`src/ddram_consts.svh`:
```
`ifndef DDRAM_CONSTS_SVH
`define DDRAM_CONSTS_SVH

// number of client ports served by the bridge
`define DDRAM_CHANNELS 2

// write queue address width, eight entries per client
`define DDRAM_FIFO_DEPTH_LOG2 3

// 64-bit words per cached line, also the read burst length
`define DDRAM_LINE_WORDS 4

// upper DDR word address bits, memory window at 0x30000000
`define DDRAM_BASE 7'b0011000

`endif

```
`src/ddr_bus_pkg.sv`:
```
package ddr_bus_pkg;

	// DDR word address, one unit per 64-bit word
	typedef logic [28:0] ddr_addr_t;

	typedef logic [63:0] ddr_data_t;
	typedef logic [7:0]  ddr_be_t;
	typedef logic [7:0]  ddr_burst_t;

	// word position inside a cached line
	typedef logic [1:0]  word_idx_t;

	// bus sequencer states
	typedef enum logic [1:0] {
		ARB_IDLE,
		ARB_WRITE_DONE,
		ARB_FILL
	} arb_state_t;

endpackage

```
`src/mem_port_pkg.sv`:
```
`include "ddram_consts.svh"

package mem_port_pkg;

	// client halfword address, bit 0 here is client address bit 1
	typedef logic [23:0] mem_addr_t;

	typedef logic [31:0] mem_data_t;

	// one bit per client byte lane
	typedef logic [3:0]  wr_mask_t;

	// client address bits 24 down to 5
	typedef logic [19:0] line_tag_t;

	typedef logic [$clog2(`DDRAM_CHANNELS)-1:0] chan_t;

	// queued write, 60 bits
	typedef struct packed {
		mem_addr_t addr;
		wr_mask_t  mask;
		mem_data_t data;
	} write_entry_t;

endpackage

```
`src/ddr_write_fifo.sv`:
```
`timescale 1ns/1ps
`include "ddram_consts.svh"

module ddr_write_fifo (
	input  logic                       clk,
	input  logic                       rst_pulse,
	input  mem_port_pkg::write_entry_t din,
	input  logic                       push,
	input  logic                       pop,
	output mem_port_pkg::write_entry_t dout,
	output logic                       empty,
	output logic                       full
);
	import mem_port_pkg::*;

	localparam int DEPTH = 2 ** `DDRAM_FIFO_DEPTH_LOG2;

	write_entry_t entries [DEPTH];
	logic [`DDRAM_FIFO_DEPTH_LOG2-1:0] wr_ptr;
	logic [`DDRAM_FIFO_DEPTH_LOG2-1:0] rd_ptr;
	logic [`DDRAM_FIFO_DEPTH_LOG2:0]   count;
	logic do_push;
	logic do_pop;

	// overflow and underflow requests are dropped
	assign do_push = push && !full;
	assign do_pop  = pop && !empty;

	always_ff @(posedge clk) begin
		if (rst_pulse) begin
			wr_ptr <= '0;
			rd_ptr <= '0;
			count  <= '0;
		end else begin
			if (do_push)
				wr_ptr <= wr_ptr + 1'b1;
			if (do_pop)
				rd_ptr <= rd_ptr + 1'b1;
			if (do_push && !do_pop)
				count <= count + 1'b1;
			else if (do_pop && !do_push)
				count <= count - 1'b1;
		end
	end

	always_ff @(posedge clk) begin
		if (do_push)
			entries[wr_ptr] <= din;
	end

	// head of queue, no read latency
	assign dout  = entries[rd_ptr];
	assign empty = (count == '0);
	assign full  = count[`DDRAM_FIFO_DEPTH_LOG2];

	// the client port must hold off writes while busy is shown
	a_no_push_when_full: assert property (
		@(posedge clk) disable iff (rst_pulse) push |-> !full
	) else $error("write queue overflow");

endmodule

```
`src/ddr_line_cache.sv`:
```
`timescale 1ns/1ps
`include "ddram_consts.svh"

module ddr_line_cache (
	input  logic                    clk,
	input  logic                    rst_pulse,
	input  logic                    rd_start,
	input  mem_port_pkg::mem_addr_t addr,
	input  logic                    word16,
	input  logic                    fill_we,
	input  ddr_bus_pkg::word_idx_t  fill_idx,
	input  ddr_bus_pkg::ddr_data_t  fill_data,
	input  ddr_bus_pkg::ddr_be_t    fill_be,
	input  logic                    fill_done,
	output mem_port_pkg::line_tag_t tag,
	output logic                    rd_pending,
	output mem_port_pkg::mem_data_t dout
);
	import ddr_bus_pkg::*;
	import mem_port_pkg::*;

	ddr_data_t line_mem [`DDRAM_LINE_WORDS];
	line_tag_t req_tag;
	word_idx_t rd_idx;
	logic [1:0] rd_lane;
	logic rd_word16;
	ddr_data_t rd_word;

	assign req_tag = addr[23:4];

	// tag and miss flag
	always_ff @(posedge clk) begin
		if (rst_pulse) begin
			tag        <= '1;
			rd_pending <= 1'b0;
		end else if (rd_start) begin
			if (req_tag != tag)
				rd_pending <= 1'b1;
			tag <= req_tag;
		end else if (fill_done) begin
			rd_pending <= 1'b0;
		end
	end

	// read position, held until the next rd edge
	always_ff @(posedge clk) begin
		if (rd_start) begin
			rd_idx    <= addr[3:2];
			rd_lane   <= addr[1:0];
			rd_word16 <= word16;
		end
	end

	// byte-enabled line storage, written by fills and write updates
	always_ff @(posedge clk) begin
		if (fill_we) begin
			for (int b = 0; b < 8; b++) begin
				if (fill_be[b])
					line_mem[fill_idx][8*b +: 8] <= fill_data[8*b +: 8];
			end
		end
	end

	assign rd_word = line_mem[rd_idx];

	// lane 0 sits at the most significant end of the word
	always_comb begin
		if (rd_word16) begin
			case (rd_lane)
				2'b00:   dout = {16'h0000, rd_word[63:48]};
				2'b01:   dout = {16'h0000, rd_word[47:32]};
				2'b10:   dout = {16'h0000, rd_word[31:16]};
				default: dout = {16'h0000, rd_word[15:0]};
			endcase
		end else begin
			dout = rd_lane[1] ? rd_word[31:0] : rd_word[63:32];
		end
	end

	// arbiter only completes a fill that this client asked for
	a_fill_done_pending: assert property (
		@(posedge clk) disable iff (rst_pulse) fill_done |-> rd_pending
	) else $error("line fill completed without a pending miss");

endmodule

```
`src/ddr_client_port.sv`:
```
`timescale 1ns/1ps

module ddr_client_port (
	input  logic                    clk,
	input  logic                    rst_pulse,
	input  mem_port_pkg::mem_addr_t addr,
	input  mem_port_pkg::mem_data_t din,
	input  logic                    rd,
	input  mem_port_pkg::wr_mask_t  wr,
	input  logic                    word16,
	output mem_port_pkg::mem_data_t dout,
	output logic                    busy,
	output logic                    wr_pending,
	output mem_port_pkg::mem_addr_t wr_addr,
	output ddr_bus_pkg::ddr_data_t  wr_data,
	output ddr_bus_pkg::ddr_be_t    wr_be,
	input  logic                    pop,
	output logic                    rd_pending,
	output mem_port_pkg::line_tag_t tag,
	input  logic                    fill_we,
	input  ddr_bus_pkg::word_idx_t  fill_idx,
	input  ddr_bus_pkg::ddr_data_t  fill_data,
	input  ddr_bus_pkg::ddr_be_t    fill_be,
	input  logic                    fill_done
);
	import mem_port_pkg::*;

	write_entry_t push_entry;
	write_entry_t head;
	logic old_rd;
	logic old_wr;
	logic rd_edge;
	logic wr_edge;
	logic fifo_empty;
	logic fifo_full;

	always_ff @(posedge clk) begin
		if (rst_pulse) begin
			old_rd <= 1'b0;
			old_wr <= 1'b0;
		end else begin
			old_rd <= rd;
			old_wr <= |wr;
		end
	end

	assign rd_edge = rd && !old_rd;
	assign wr_edge = |wr && !old_wr;

	assign push_entry = {addr, wr, din};

	ddr_write_fifo u_fifo (
		.clk       (clk),
		.rst_pulse (rst_pulse),
		.din       (push_entry),
		.push      (wr_edge),
		.pop       (pop),
		.dout      (head),
		.empty     (fifo_empty),
		.full      (fifo_full)
	);

	assign wr_pending = !fifo_empty;
	assign wr_addr    = head.addr;

	// replicate data across the 64-bit word, enable only the addressed lanes
	always_comb begin
		if (word16) begin
			wr_data = {4{head.data[15:0]}};
			wr_be   = {head.mask[1:0], 6'b000000} >> {head.addr[1:0], 1'b0};
		end else begin
			wr_data = {2{head.data}};
			wr_be   = {head.mask, 4'b0000} >> {head.addr[1], 2'b00};
		end
	end

	ddr_line_cache u_cache (
		.clk        (clk),
		.rst_pulse  (rst_pulse),
		.rd_start   (rd_edge),
		.addr       (addr),
		.word16     (word16),
		.fill_we    (fill_we),
		.fill_idx   (fill_idx),
		.fill_data  (fill_data),
		.fill_be    (fill_be),
		.fill_done  (fill_done),
		.tag        (tag),
		.rd_pending (rd_pending),
		.dout       (dout)
	);

	assign busy = fifo_full | rd_pending;

endmodule

```
`src/ddr_arbiter.sv`:
```
`timescale 1ns/1ps
`include "ddram_consts.svh"

module ddr_arbiter (
	input  logic                    clk,
	input  logic                    rst_pulse,
	input  logic                    wr_pending [`DDRAM_CHANNELS],
	input  logic                    rd_pending [`DDRAM_CHANNELS],
	input  mem_port_pkg::mem_addr_t wr_addr [`DDRAM_CHANNELS],
	input  ddr_bus_pkg::ddr_data_t  wr_data [`DDRAM_CHANNELS],
	input  ddr_bus_pkg::ddr_be_t    wr_be [`DDRAM_CHANNELS],
	input  mem_port_pkg::line_tag_t tag [`DDRAM_CHANNELS],
	output logic                    pop [`DDRAM_CHANNELS],
	output logic                    fill_we [`DDRAM_CHANNELS],
	output logic                    fill_done [`DDRAM_CHANNELS],
	output ddr_bus_pkg::word_idx_t  fill_idx,
	output ddr_bus_pkg::ddr_data_t  fill_data,
	output ddr_bus_pkg::ddr_be_t    fill_be,
	input  logic                    ddram_busy,
	output ddr_bus_pkg::ddr_addr_t  ddram_addr,
	output ddr_bus_pkg::ddr_burst_t ddram_burstcnt,
	output logic                    ddram_rd,
	output logic                    ddram_we,
	output ddr_bus_pkg::ddr_data_t  ddram_din,
	output ddr_bus_pkg::ddr_be_t    ddram_be,
	input  ddr_bus_pkg::ddr_data_t  ddram_dout,
	input  logic                    ddram_dout_ready
);
	import ddr_bus_pkg::*;
	import mem_port_pkg::*;

	arb_state_t state;
	chan_t chan_q;
	chan_t sel_chan;
	word_idx_t idx_q;
	logic sel_found;
	logic sel_write;
	logic update_q;
	logic last_beat;

	// fixed priority, lower client first and its write before its read
	always_comb begin
		sel_found = 1'b0;
		sel_write = 1'b0;
		sel_chan  = '0;
		for (int i = 0; i < `DDRAM_CHANNELS; i++) begin
			if (!sel_found && (wr_pending[i] || rd_pending[i])) begin
				sel_found = 1'b1;
				sel_write = wr_pending[i];
				sel_chan  = chan_t'(i);
			end
		end
	end

	assign last_beat = (idx_q == word_idx_t'(`DDRAM_LINE_WORDS - 1));

	// everything freezes while the memory stalls
	always_ff @(posedge clk) begin
		if (rst_pulse) begin
			state    <= ARB_IDLE;
			ddram_rd <= 1'b0;
			ddram_we <= 1'b0;
		end else if (!ddram_busy) begin
			ddram_rd <= 1'b0;
			ddram_we <= 1'b0;
			case (state)
				ARB_IDLE: begin
					if (sel_found) begin
						chan_q <= sel_chan;
						if (sel_write) begin
							ddram_addr     <= {`DDRAM_BASE, wr_addr[sel_chan][23:2]};
							ddram_din      <= wr_data[sel_chan];
							ddram_be       <= wr_be[sel_chan];
							ddram_burstcnt <= 8'd1;
							ddram_we       <= 1'b1;
							idx_q          <= wr_addr[sel_chan][3:2];
							// keep a cached copy of this line coherent
							update_q       <= (wr_addr[sel_chan][23:4] == tag[sel_chan]);
							state          <= ARB_WRITE_DONE;
						end else begin
							ddram_addr     <= {`DDRAM_BASE, tag[sel_chan], 2'b00};
							ddram_be       <= '1;
							ddram_burstcnt <= ddr_burst_t'(`DDRAM_LINE_WORDS);
							ddram_rd       <= 1'b1;
							idx_q          <= '0;
							state          <= ARB_FILL;
						end
					end
				end
				ARB_WRITE_DONE: begin
					state <= ARB_IDLE;
				end
				ARB_FILL: begin
					if (ddram_dout_ready) begin
						idx_q <= idx_q + 1'b1;
						if (last_beat)
							state <= ARB_IDLE;
					end
				end
				default: begin
					state <= ARB_IDLE;
				end
			endcase
		end
	end

	// shared cache write bus, fill beats or the write just issued
	assign fill_idx  = idx_q;
	assign fill_data = (state == ARB_FILL) ? ddram_dout : ddram_din;
	assign fill_be   = (state == ARB_FILL) ? '1 : ddram_be;

	always_comb begin
		for (int i = 0; i < `DDRAM_CHANNELS; i++) begin
			pop[i] = !ddram_busy && state == ARB_IDLE && sel_found && sel_write
				&& sel_chan == chan_t'(i);
			fill_we[i] = !ddram_busy && chan_q == chan_t'(i)
				&& ((state == ARB_WRITE_DONE && update_q)
				|| (state == ARB_FILL && ddram_dout_ready));
			fill_done[i] = !ddram_busy && chan_q == chan_t'(i) && state == ARB_FILL
				&& ddram_dout_ready && last_beat;
		end
	end

	a_rd_we_exclusive: assert property (
		@(posedge clk) disable iff (rst_pulse) !(ddram_rd && ddram_we)
	) else $error("read and write issued together");

	a_ready_in_fill: assert property (
		@(posedge clk) disable iff (rst_pulse) ddram_dout_ready |-> state == ARB_FILL
	) else $error("data ready beat outside a line fill");

endmodule

```
`src/ddram.sv`:
```
`timescale 1ns/1ps
`include "ddram_consts.svh"

module ddram (
	input  logic                    clk,
	input  logic                    rst_pulse,
	input  mem_port_pkg::mem_addr_t mem_addr [`DDRAM_CHANNELS],
	input  mem_port_pkg::mem_data_t mem_din [`DDRAM_CHANNELS],
	input  logic                    mem_rd [`DDRAM_CHANNELS],
	input  mem_port_pkg::wr_mask_t  mem_wr [`DDRAM_CHANNELS],
	input  logic                    mem_16b [`DDRAM_CHANNELS],
	output mem_port_pkg::mem_data_t mem_dout [`DDRAM_CHANNELS],
	output logic                    mem_busy [`DDRAM_CHANNELS],
	input  logic                    ddram_busy,
	output ddr_bus_pkg::ddr_addr_t  ddram_addr,
	output ddr_bus_pkg::ddr_burst_t ddram_burstcnt,
	output logic                    ddram_rd,
	output logic                    ddram_we,
	output ddr_bus_pkg::ddr_data_t  ddram_din,
	output ddr_bus_pkg::ddr_be_t    ddram_be,
	input  ddr_bus_pkg::ddr_data_t  ddram_dout,
	input  logic                    ddram_dout_ready
);
	import ddr_bus_pkg::*;
	import mem_port_pkg::*;

	logic      wr_pending [`DDRAM_CHANNELS];
	logic      rd_pending [`DDRAM_CHANNELS];
	mem_addr_t wr_addr [`DDRAM_CHANNELS];
	ddr_data_t wr_data [`DDRAM_CHANNELS];
	ddr_be_t   wr_be [`DDRAM_CHANNELS];
	line_tag_t tag [`DDRAM_CHANNELS];
	logic      pop [`DDRAM_CHANNELS];
	logic      fill_we [`DDRAM_CHANNELS];
	logic      fill_done [`DDRAM_CHANNELS];
	word_idx_t fill_idx;
	ddr_data_t fill_data;
	ddr_be_t   fill_be;

	for (genvar g = 0; g < `DDRAM_CHANNELS; g++) begin : g_client
		ddr_client_port u_port (
			.clk        (clk),
			.rst_pulse  (rst_pulse),
			.addr       (mem_addr[g]),
			.din        (mem_din[g]),
			.rd         (mem_rd[g]),
			.wr         (mem_wr[g]),
			.word16     (mem_16b[g]),
			.dout       (mem_dout[g]),
			.busy       (mem_busy[g]),
			.wr_pending (wr_pending[g]),
			.wr_addr    (wr_addr[g]),
			.wr_data    (wr_data[g]),
			.wr_be      (wr_be[g]),
			.pop        (pop[g]),
			.rd_pending (rd_pending[g]),
			.tag        (tag[g]),
			.fill_we    (fill_we[g]),
			.fill_idx   (fill_idx),
			.fill_data  (fill_data),
			.fill_be    (fill_be),
			.fill_done  (fill_done[g])
		);
	end

	ddr_arbiter u_arbiter (
		.clk              (clk),
		.rst_pulse        (rst_pulse),
		.wr_pending       (wr_pending),
		.rd_pending       (rd_pending),
		.wr_addr          (wr_addr),
		.wr_data          (wr_data),
		.wr_be            (wr_be),
		.tag              (tag),
		.pop              (pop),
		.fill_we          (fill_we),
		.fill_done        (fill_done),
		.fill_idx         (fill_idx),
		.fill_data        (fill_data),
		.fill_be          (fill_be),
		.ddram_busy       (ddram_busy),
		.ddram_addr       (ddram_addr),
		.ddram_burstcnt   (ddram_burstcnt),
		.ddram_rd         (ddram_rd),
		.ddram_we         (ddram_we),
		.ddram_din        (ddram_din),
		.ddram_be         (ddram_be),
		.ddram_dout       (ddram_dout),
		.ddram_dout_ready (ddram_dout_ready)
	);

endmodule

```
`config.mk`:
```
export PLATFORM = sky130hd
export DESIGN_NAME = ddram
export DESIGN_NICKNAME = d
export VERILOG_FILES = /design/src/ddr_bus_pkg.sv /design/src/mem_port_pkg.sv /design/src/ddr_write_fifo.sv /design/src/ddr_line_cache.sv /design/src/ddr_client_port.sv /design/src/ddr_arbiter.sv /design/src/ddram.sv
export VERILOG_INCLUDE_DIRS = /design/src
export SDC_FILE = /design/constraint.sdc
export NUM_CORES = 2
export LEC_CHECK = 0
export BUFFER_PORTS_ARGS = -buffer_cell sky130_fd_sc_hd__buf_2
export CAP_MARGIN = 0
export CORE_AREA = 4 4 399 283
export DETAILED_ROUTE_END_ITERATION = 16
export DIE_AREA = 0 0 403 287
export GPL_TIMING_DRIVEN = 0
export PLACE_DENSITY = 0.78
export SLEW_MARGIN = 20
export SYNTH_ARGS = -nofsm -noshare
export SYNTH_HDL_FRONTEND = slang
export SYNTH_SLANG_ARGS = --single-unit
```
`constraint.sdc`:
```
create_clock -name clk -period 7.5 [get_ports clk]
set_clock_uncertainty 0.15 [all_clocks]
set_input_delay 0.75 -clock clk [delete_from_list [all_inputs] [get_ports clk]]
set_output_delay 0.75 -clock clk [all_outputs]
set_load 0.01 [all_outputs]
```
# --- After elaboration in Yosys (flattened, before gate mapping) ---
# Memory sizes are Yosys's and may differ from the RTL's. A register that Yosys moved wholly into a read port is not among the register bits.
# Index checks and enable logic that the tools add are counted.
totals:
  output_inout_bits: 177
  word_cells: 242
  inputBits: 192
  n_memories: 4
  ramBits: 1472
  regBits: 193
mem_list:
  columns: ["name", "depth", "word_bits", "rd", "rd_clocked_by_memory_dff", "write_ports", "line", "rtl"]
  rows:
  - ["g_client[0].u_port.u_fifo.entries", 8, 60, 1, 1, 1, "ddr_write_fifo.sv:18", "write_entry_t entries [DEPTH];"]
  - ["g_client[1].u_port.u_fifo.entries", 8, 60, 1, 1, 1, "ddr_write_fifo.sv:18", null]
  - ["g_client[0].u_port.u_cache.line_mem", 4, 64, 1, 1, 1, "ddr_line_cache.sv:22", "ddr_data_t line_mem [`DDRAM_LINE_WORDS];"]
  - ["g_client[1].u_port.u_cache.line_mem", 4, 64, 1, 1, 1, "ddr_line_cache.sv:22", null]
classes:
  addsub: 9
  n_mux: 106
  n_lt_le_gt_ge: 1
  n_bitwise: 7
  n_shift: 4
  n_reduce_logical: 65
  n_eq_ne: 15
ops:
  columns: ["cell", "count"]
  rows:
  - ["$mux W64", 6]
  - ["$mux W32", 4]
  - ["$pmux W16 S3", 2]
  - ["$mux W24", 3]
  - ["$mux W1", 61]
  - ["$mux W20", 3]
  - ["$mux W8", 6]
  - ["$ne A20 B20 Y1", 2]
  - ["$shr A8 B3 Y8", 4]
  - ["$logic_and A1 B1 Y1", 30]
  - ["$mux W22", 1]
  - ["$eq A20 B20 Y1", 1]
  - ["$mux W2", 9]
  - ["$mux W4", 4]
  - ["$mux W3", 5]
  - ["$logic_not A1 Y1", 14]
  - ["$add A3 B1 Y3 const B", 4]
  - ["$reduce_and A5 Y1", 2]
  - ["$reduce_bool A2 Y1", 5]
  - ["$add A4 B1 Y4 const B", 2]
  - ["$eq A2 B2 Y1 const B", 4]
  - ["$logic_not A4 Y1", 2]
  - ["$pmux W2 S2", 2]
  - ["$reduce_and A4 Y1", 2]
  - ["13 further kinds", 29]

# --- Longest topological paths before layout ---
depth:
  word_depth: 14
  depth_mapped: 12
  depth_no_buf: 12

# --- Modules after synthesis ---
# Synthesis repeated with hierarchy kept, for this count alone.
unflattened:
  hier_cells: 3402
  area_unflattened_um2: 67494.7
by_module_without_submodules:
  columns: ["mod", "n_inst", "area_per_inst_um2", "cells_per_inst", "seq_area_each_um2"]
  rows:
  - ["ddr_write_fifo", 2, 18781.8, 764, 14674.1]
  - ["ddr_line_cache", 2, 11262.1, 580, 8298.0]
  - ["ddr_arbiter", 1, 6095.8, 568, 3083.0]
  - ["ddr_client_port", 2, 655.6, 73, 40.0]

# --- Least setup slack after synthesis ---
# No wires, ideal clock.
synth_timing:
  path_kind: "input to register"
  startpoint: "input mem_wr[0] in the netlist's numbering"
  endpoint: "memory g_client[1].u_port.u_fifo.entries[0][0] in the netlist's numbering (enable)"
  setup_ps: 552
  setup_slack_ps: 1285
  arrival_time_ps: 5513
  cell_stages: 4
  path_buffers: 0
  required_time_ps: 6798
  cell_sequence: "nor4_1 -> nor3_1 -> nand2b_1 -> nor3_1"
synth_via:
  elab_chain_cells: 5
synth_rtl:
  columns: ["element", "line", "rtl"]
  rows:
  - ["start: declaration", "ddram.sv:10", "input mem_port_pkg::wr_mask_t mem_wr [`DDRAM_CHANNELS],"]
  - ["$reduce_or A4 Y1", "ddr_client_port.sv:48", "assign wr_edge = |wr && !old_wr;"]
  - ["$logic_and A1 B1 Y1", "ddr_client_port.sv:48", null]
  - ["$logic_and A1 B1 Y1", "ddr_write_fifo.sv:26", "assign do_push = push && !full;"]
  - ["named net g_client[1].u_port.u_fifo.do_push", "ddr_write_fifo.sv:22", "logic do_push;"]
  - ["$mux W1", "ddr_write_fifo.sv:47", "if (do_push)"]
  - ["$mux W1 (not written as such)", "ddr_write_fifo.sv:48", "entries[wr_ptr] <= din;"]
  - ["end: declaration", "ddr_write_fifo.sv:18", null]
# The timed path passes the listed nets, and every way through them passes these cells.

==> flow_summary.yaml <==
min_path:
  worstHoldPathCells: 1
  hp-class: "input pin to flop"
  holdPathEnd: "g_client[1].u_port.u_fifo.entries[3][18]"
  worst_hold_startpoint: "mem_din[18]"
power:
  power.density_nw_per_um2: 323
  leakagePower_nw: 24.9
  irDropWorstVdd_v: 0.000282
synthesis:
  synth.distinct_cells: 54
  ys_seq_area_frac: 0.742
  synth_area_sq_um: 64900
  yosys_warnings: 0
  synth_top_area_cell: "edfxtp_1"
  syn-instance-count: 3438
  synth_top_flop_cell: "edfxtp_1"
  async_reset_ff_frac: 0
  synth_top_area_frac: 0.717
  syn_avg_cell_area_sq_um: 18.9
  synthTopCellsByArea: "edfxtp_1 (72%), mux4_2 (12%), mux2i_1 (2.7%), dfxtp_1 (2.5%), nand2_1 (1.5%)"
  synth_edf_count: 1550
  synth_seq_cells: 1630
clock_tree:
  cts_setup_buffers: 0
  clockBufferDepth: 3
  cts_tree: "yes"
  hold_buffers: 0
  clk_pin_slew_ns: 0.06
  clock-sinks: 1630
  cts_buffers: 149
  clkLatencyLatePin_ns: 0.77
  htreeDepth: 4
  cts_resized: 0
  cts_root_buffer: "clkbuf_16"
timing:
  max_freq_mhz: 220
  fin_crit_sh: 0.606
  post-route-min-period_ns: 4.55
  finalSetupViolations: 0
  worst_pin_slew_ns: 1.13
  maxSlewHeadroom: 0.246
  rsz0062_at_grt: "no"
  maxSlewViolCount: 0
  finalHoldViolCount: 0
floorplanning:
  start_util: 0.593
  fp.dieW_um: 403
  pin_count: 369
  die_h_um: 287
  die_area_sq_um: 116000
  num_rows: 102
  core_area_sq_um: 110000
setup_path:
  worstPathArrival_ns: 3.65
  rr_worst_depth: 8
  path_delay_family: "buffers and inverters"
  reg2reg_to: "u_arbiter.ddram_din[57]"
  r2r_setup_slack_ns: 3.39
  path_common_cell: "buf_2"
  cp_max_fo: 10
  cp_cell_sequence: "buf_2 -> buf_2 -> buf_2 -> mux4_2 -> mux2i_1 -> a21oi_1 -> buf_2"
  critical_path_required_ns: 6.60
  critPathMaxStageDelay_ns: 0.59
  crit_buf_inv: 4
  end_kind: "output pin"
  crit_type: "flop to output pin"
  cp-start-kind: "flop"
  cp_slowest_cell: "mux4_2"
route:
  wl_per_cell_um: 32.1
  first_pass_iters: 6
  postRouteWirelength_um: 181000
  viasPerCell: 6.51
  drtAntennaViolNets: 0
  drt_iter0_drc: 5608
  num_vias: 36600
  drc_errors: 0
cells_and_area:
  multi_input_area_sq_um: 15700
  ff_latch_area_sq_um: 48100
  nFillCells: 6860
  stdcell_count: 5631
  nets: 4245
  drive_above_1_share: 0.281
  design_area_sq_um: 74700
  syn_to_final_growth_pct: 15.0
placement:
  hpwlAfterDp_um: 128000
  gp_congestion: 0.929
  dp.cells: 5342
  port_buffers: 355
  postPlaceCellArea_sq_um: 69900
global_routing:
  antenna_found_initial: 35
  grt_use_total: 0.314
  grt_max_degree: 23
  overflow: 0
  grt_pass1_wl_um: 256000
  grt_pass1_vias: 35600
run:
  max_cap_violations: 0
run_status:
  status: "completed"
[sequential cells by signal (all words and copies together) (netlist names), named ones only]
name and flops:
g_client.u_port.u_fifo.count 8, g_client.u_port.old_wr 2, u_arbiter.ddram_rd 1, u_arbiter.chan_q 1, u_arbiter.update_q 1, u_arbiter.ddram_burstcnt 2, g_client.u_port.u_cache.rd_pending 2, g_client.u_port.u_fifo.entries 960
g_client.u_port.u_fifo.wr_ptr 6, g_client.u_port.u_cache.rd_word16 2, u_arbiter.ddram_din 32, g_client.u_port.u_fifo.rd_ptr 6, u_arbiter.ddram_addr 22, u_arbiter.fill_idx 2, u_arbiter.ddram_we 1, g_client.u_port.u_cache.line_mem 512
g_client.u_port.u_cache.rd_idx 4, g_client.u_port.old_rd 2, g_client.u_port.u_cache.rd_lane 4, g_client.u_port.u_cache.tag 40, u_arbiter.state 2, u_arbiter.ddram_be 8
[logic make-up (layout without fill, tap and decap cells)]
logic type      after synthesis  after routing  share of synthesized area
compound gates              288            288                     0.0307
simple gates                656            656                     0.0479
flops                      1630           1630                      0.742
xor+xnor                     88             88                     0.0119
fa+ha+maj                    16             16                    0.00332
other cells                   2             28                   0.000116
mux                         520            520                      0.145
buf+inv                     238            949                     0.0192
[stage by stage]
step | setup TNS [ns] | util | hold WS [ns] | power [mW] | setup WS [ns]
2_1_floorplan | 0 | - | 0.299 | 14.3 | 1.28
3_3_place_gp | -820.66 | 0.626 | 0.291 | 16.4 | -3.09
3_5_place_dp | 0 | 0.638 | 0.302 | 16.6 | 3.48
4_1_cts | 0 | 0.682 | 0.0549 | 24.0 | 2.88
5_1_grt | 0 | 0.682 | 0.0888 | 24.8 | 2.77
6_report | 0 | 0.682 | 0.0940 | 24.1 | 2.95
[Yosys cell counts (15+ instances only)]
| cell | n |
|---|---|
| dfxtp_1 | 80 |
| nor3_1 | 17 |
| a211oi_1 | 39 |
| buf_4 | 57 |
| xnor2_1 | 33 |
| a21oi_1 | 72 |
| and2_1 | 68 |
| nor2b_1 | 85 |
| o22ai_1 | 21 |
| buf_2 | 65 |
| edfxtp_1 | 1550 |
| a211o_1 | 40 |
| or2_2 | 20 |
| mux4_2 | 335 |
| a221o_1 | 20 |
| buf_1 | 18 |
| xor2_1 | 55 |
| nor4_1 | 15 |
| nand2_1 | 264 |
| nor2_1 | 132 |
| o21ai_0 | 29 |
| mux2i_1 | 173 |
| clkbuf_1 | 80 |
[routing by layer]
layer	routed length (um)	vias up	part of all wire	GRT usage
li1	-	14900	-	-
met4	5920	14	0.033	0.107
met1	66800	18600	0.37	0.453
met2	81900	2788	0.45	0.463
met5	95	-	0.00053	0
met3	25900	379	0.14	0.0974
[worst register-to-register path, stage by stage (launching register included)]
cell     delay, ns
dfxtp_1       0.39
buf_6         0.21
buf_4         0.28
buf_2         0.47
buf_1         0.65
mux4_2        0.43
mux2i_1       0.63
nor2_1        0.19
a221o_1       0.42
[how the worst max path moves through the flow]
stage          startpoint                                 endpoint  cells after the start
2_1_floorplan   mem_wr[0]  g_client[1].u_port.u_fifo.entries[0][0]                      4
3_3_place_gp    mem_wr[3]  g_client[1].u_port.u_fifo.entries[0][4]                      5
3_5_place_dp         flop                  u_arbiter.ddram_din[56]                      8
4_1_cts              flop                             mem_dout[45]                      7
5_1_grt              flop                             mem_dout[45]                      7
6_report             flop                             mem_dout[46]                      7
[report_power, final]
| group | internal [mW] | switching, mW | leakage (nW) |
|---|---|---|---|
| clock network | 4.15 | 3.33 | 2.30 |
| logic | 1.84 | 3.59 | 7.93 |
| registers | 10.9 | 0.291 | 14.7 |
| total | 16.9 | 7.22 | 24.9 |
[cells in the final DEF (no fill, tap or decap), drive strengths merged, types with 41 or more instances in the layout]
master  netlist  layout
nor2b        85      85
a21oi        72      72
xor2         55      55
edfxtp     1550    1550
dfxtp        80      80
nor2        133     133
buf         148     585
clkbuf       80     272
mux4        335     335
mux2i       173     173
nand2       264     264
a211oi       41      41
clkinv        0      57
and2         68      68
[area by class of cell]
type / instances / area share
timing repair buffer: 437 / 0.0400
buffer: 228 / 0.0162
inverter: 10 / 0.000503
antenna: 15 / 0.000503
clock buffer: 192 / 0.0542
multi-input combinational: 1581 / 0.210
clock inverter: 82 / 0.00943
tap: 1456 / 0.0244
sequential: 1630 / 0.645
No activity file was read; power rests on OpenSTA's default activity.
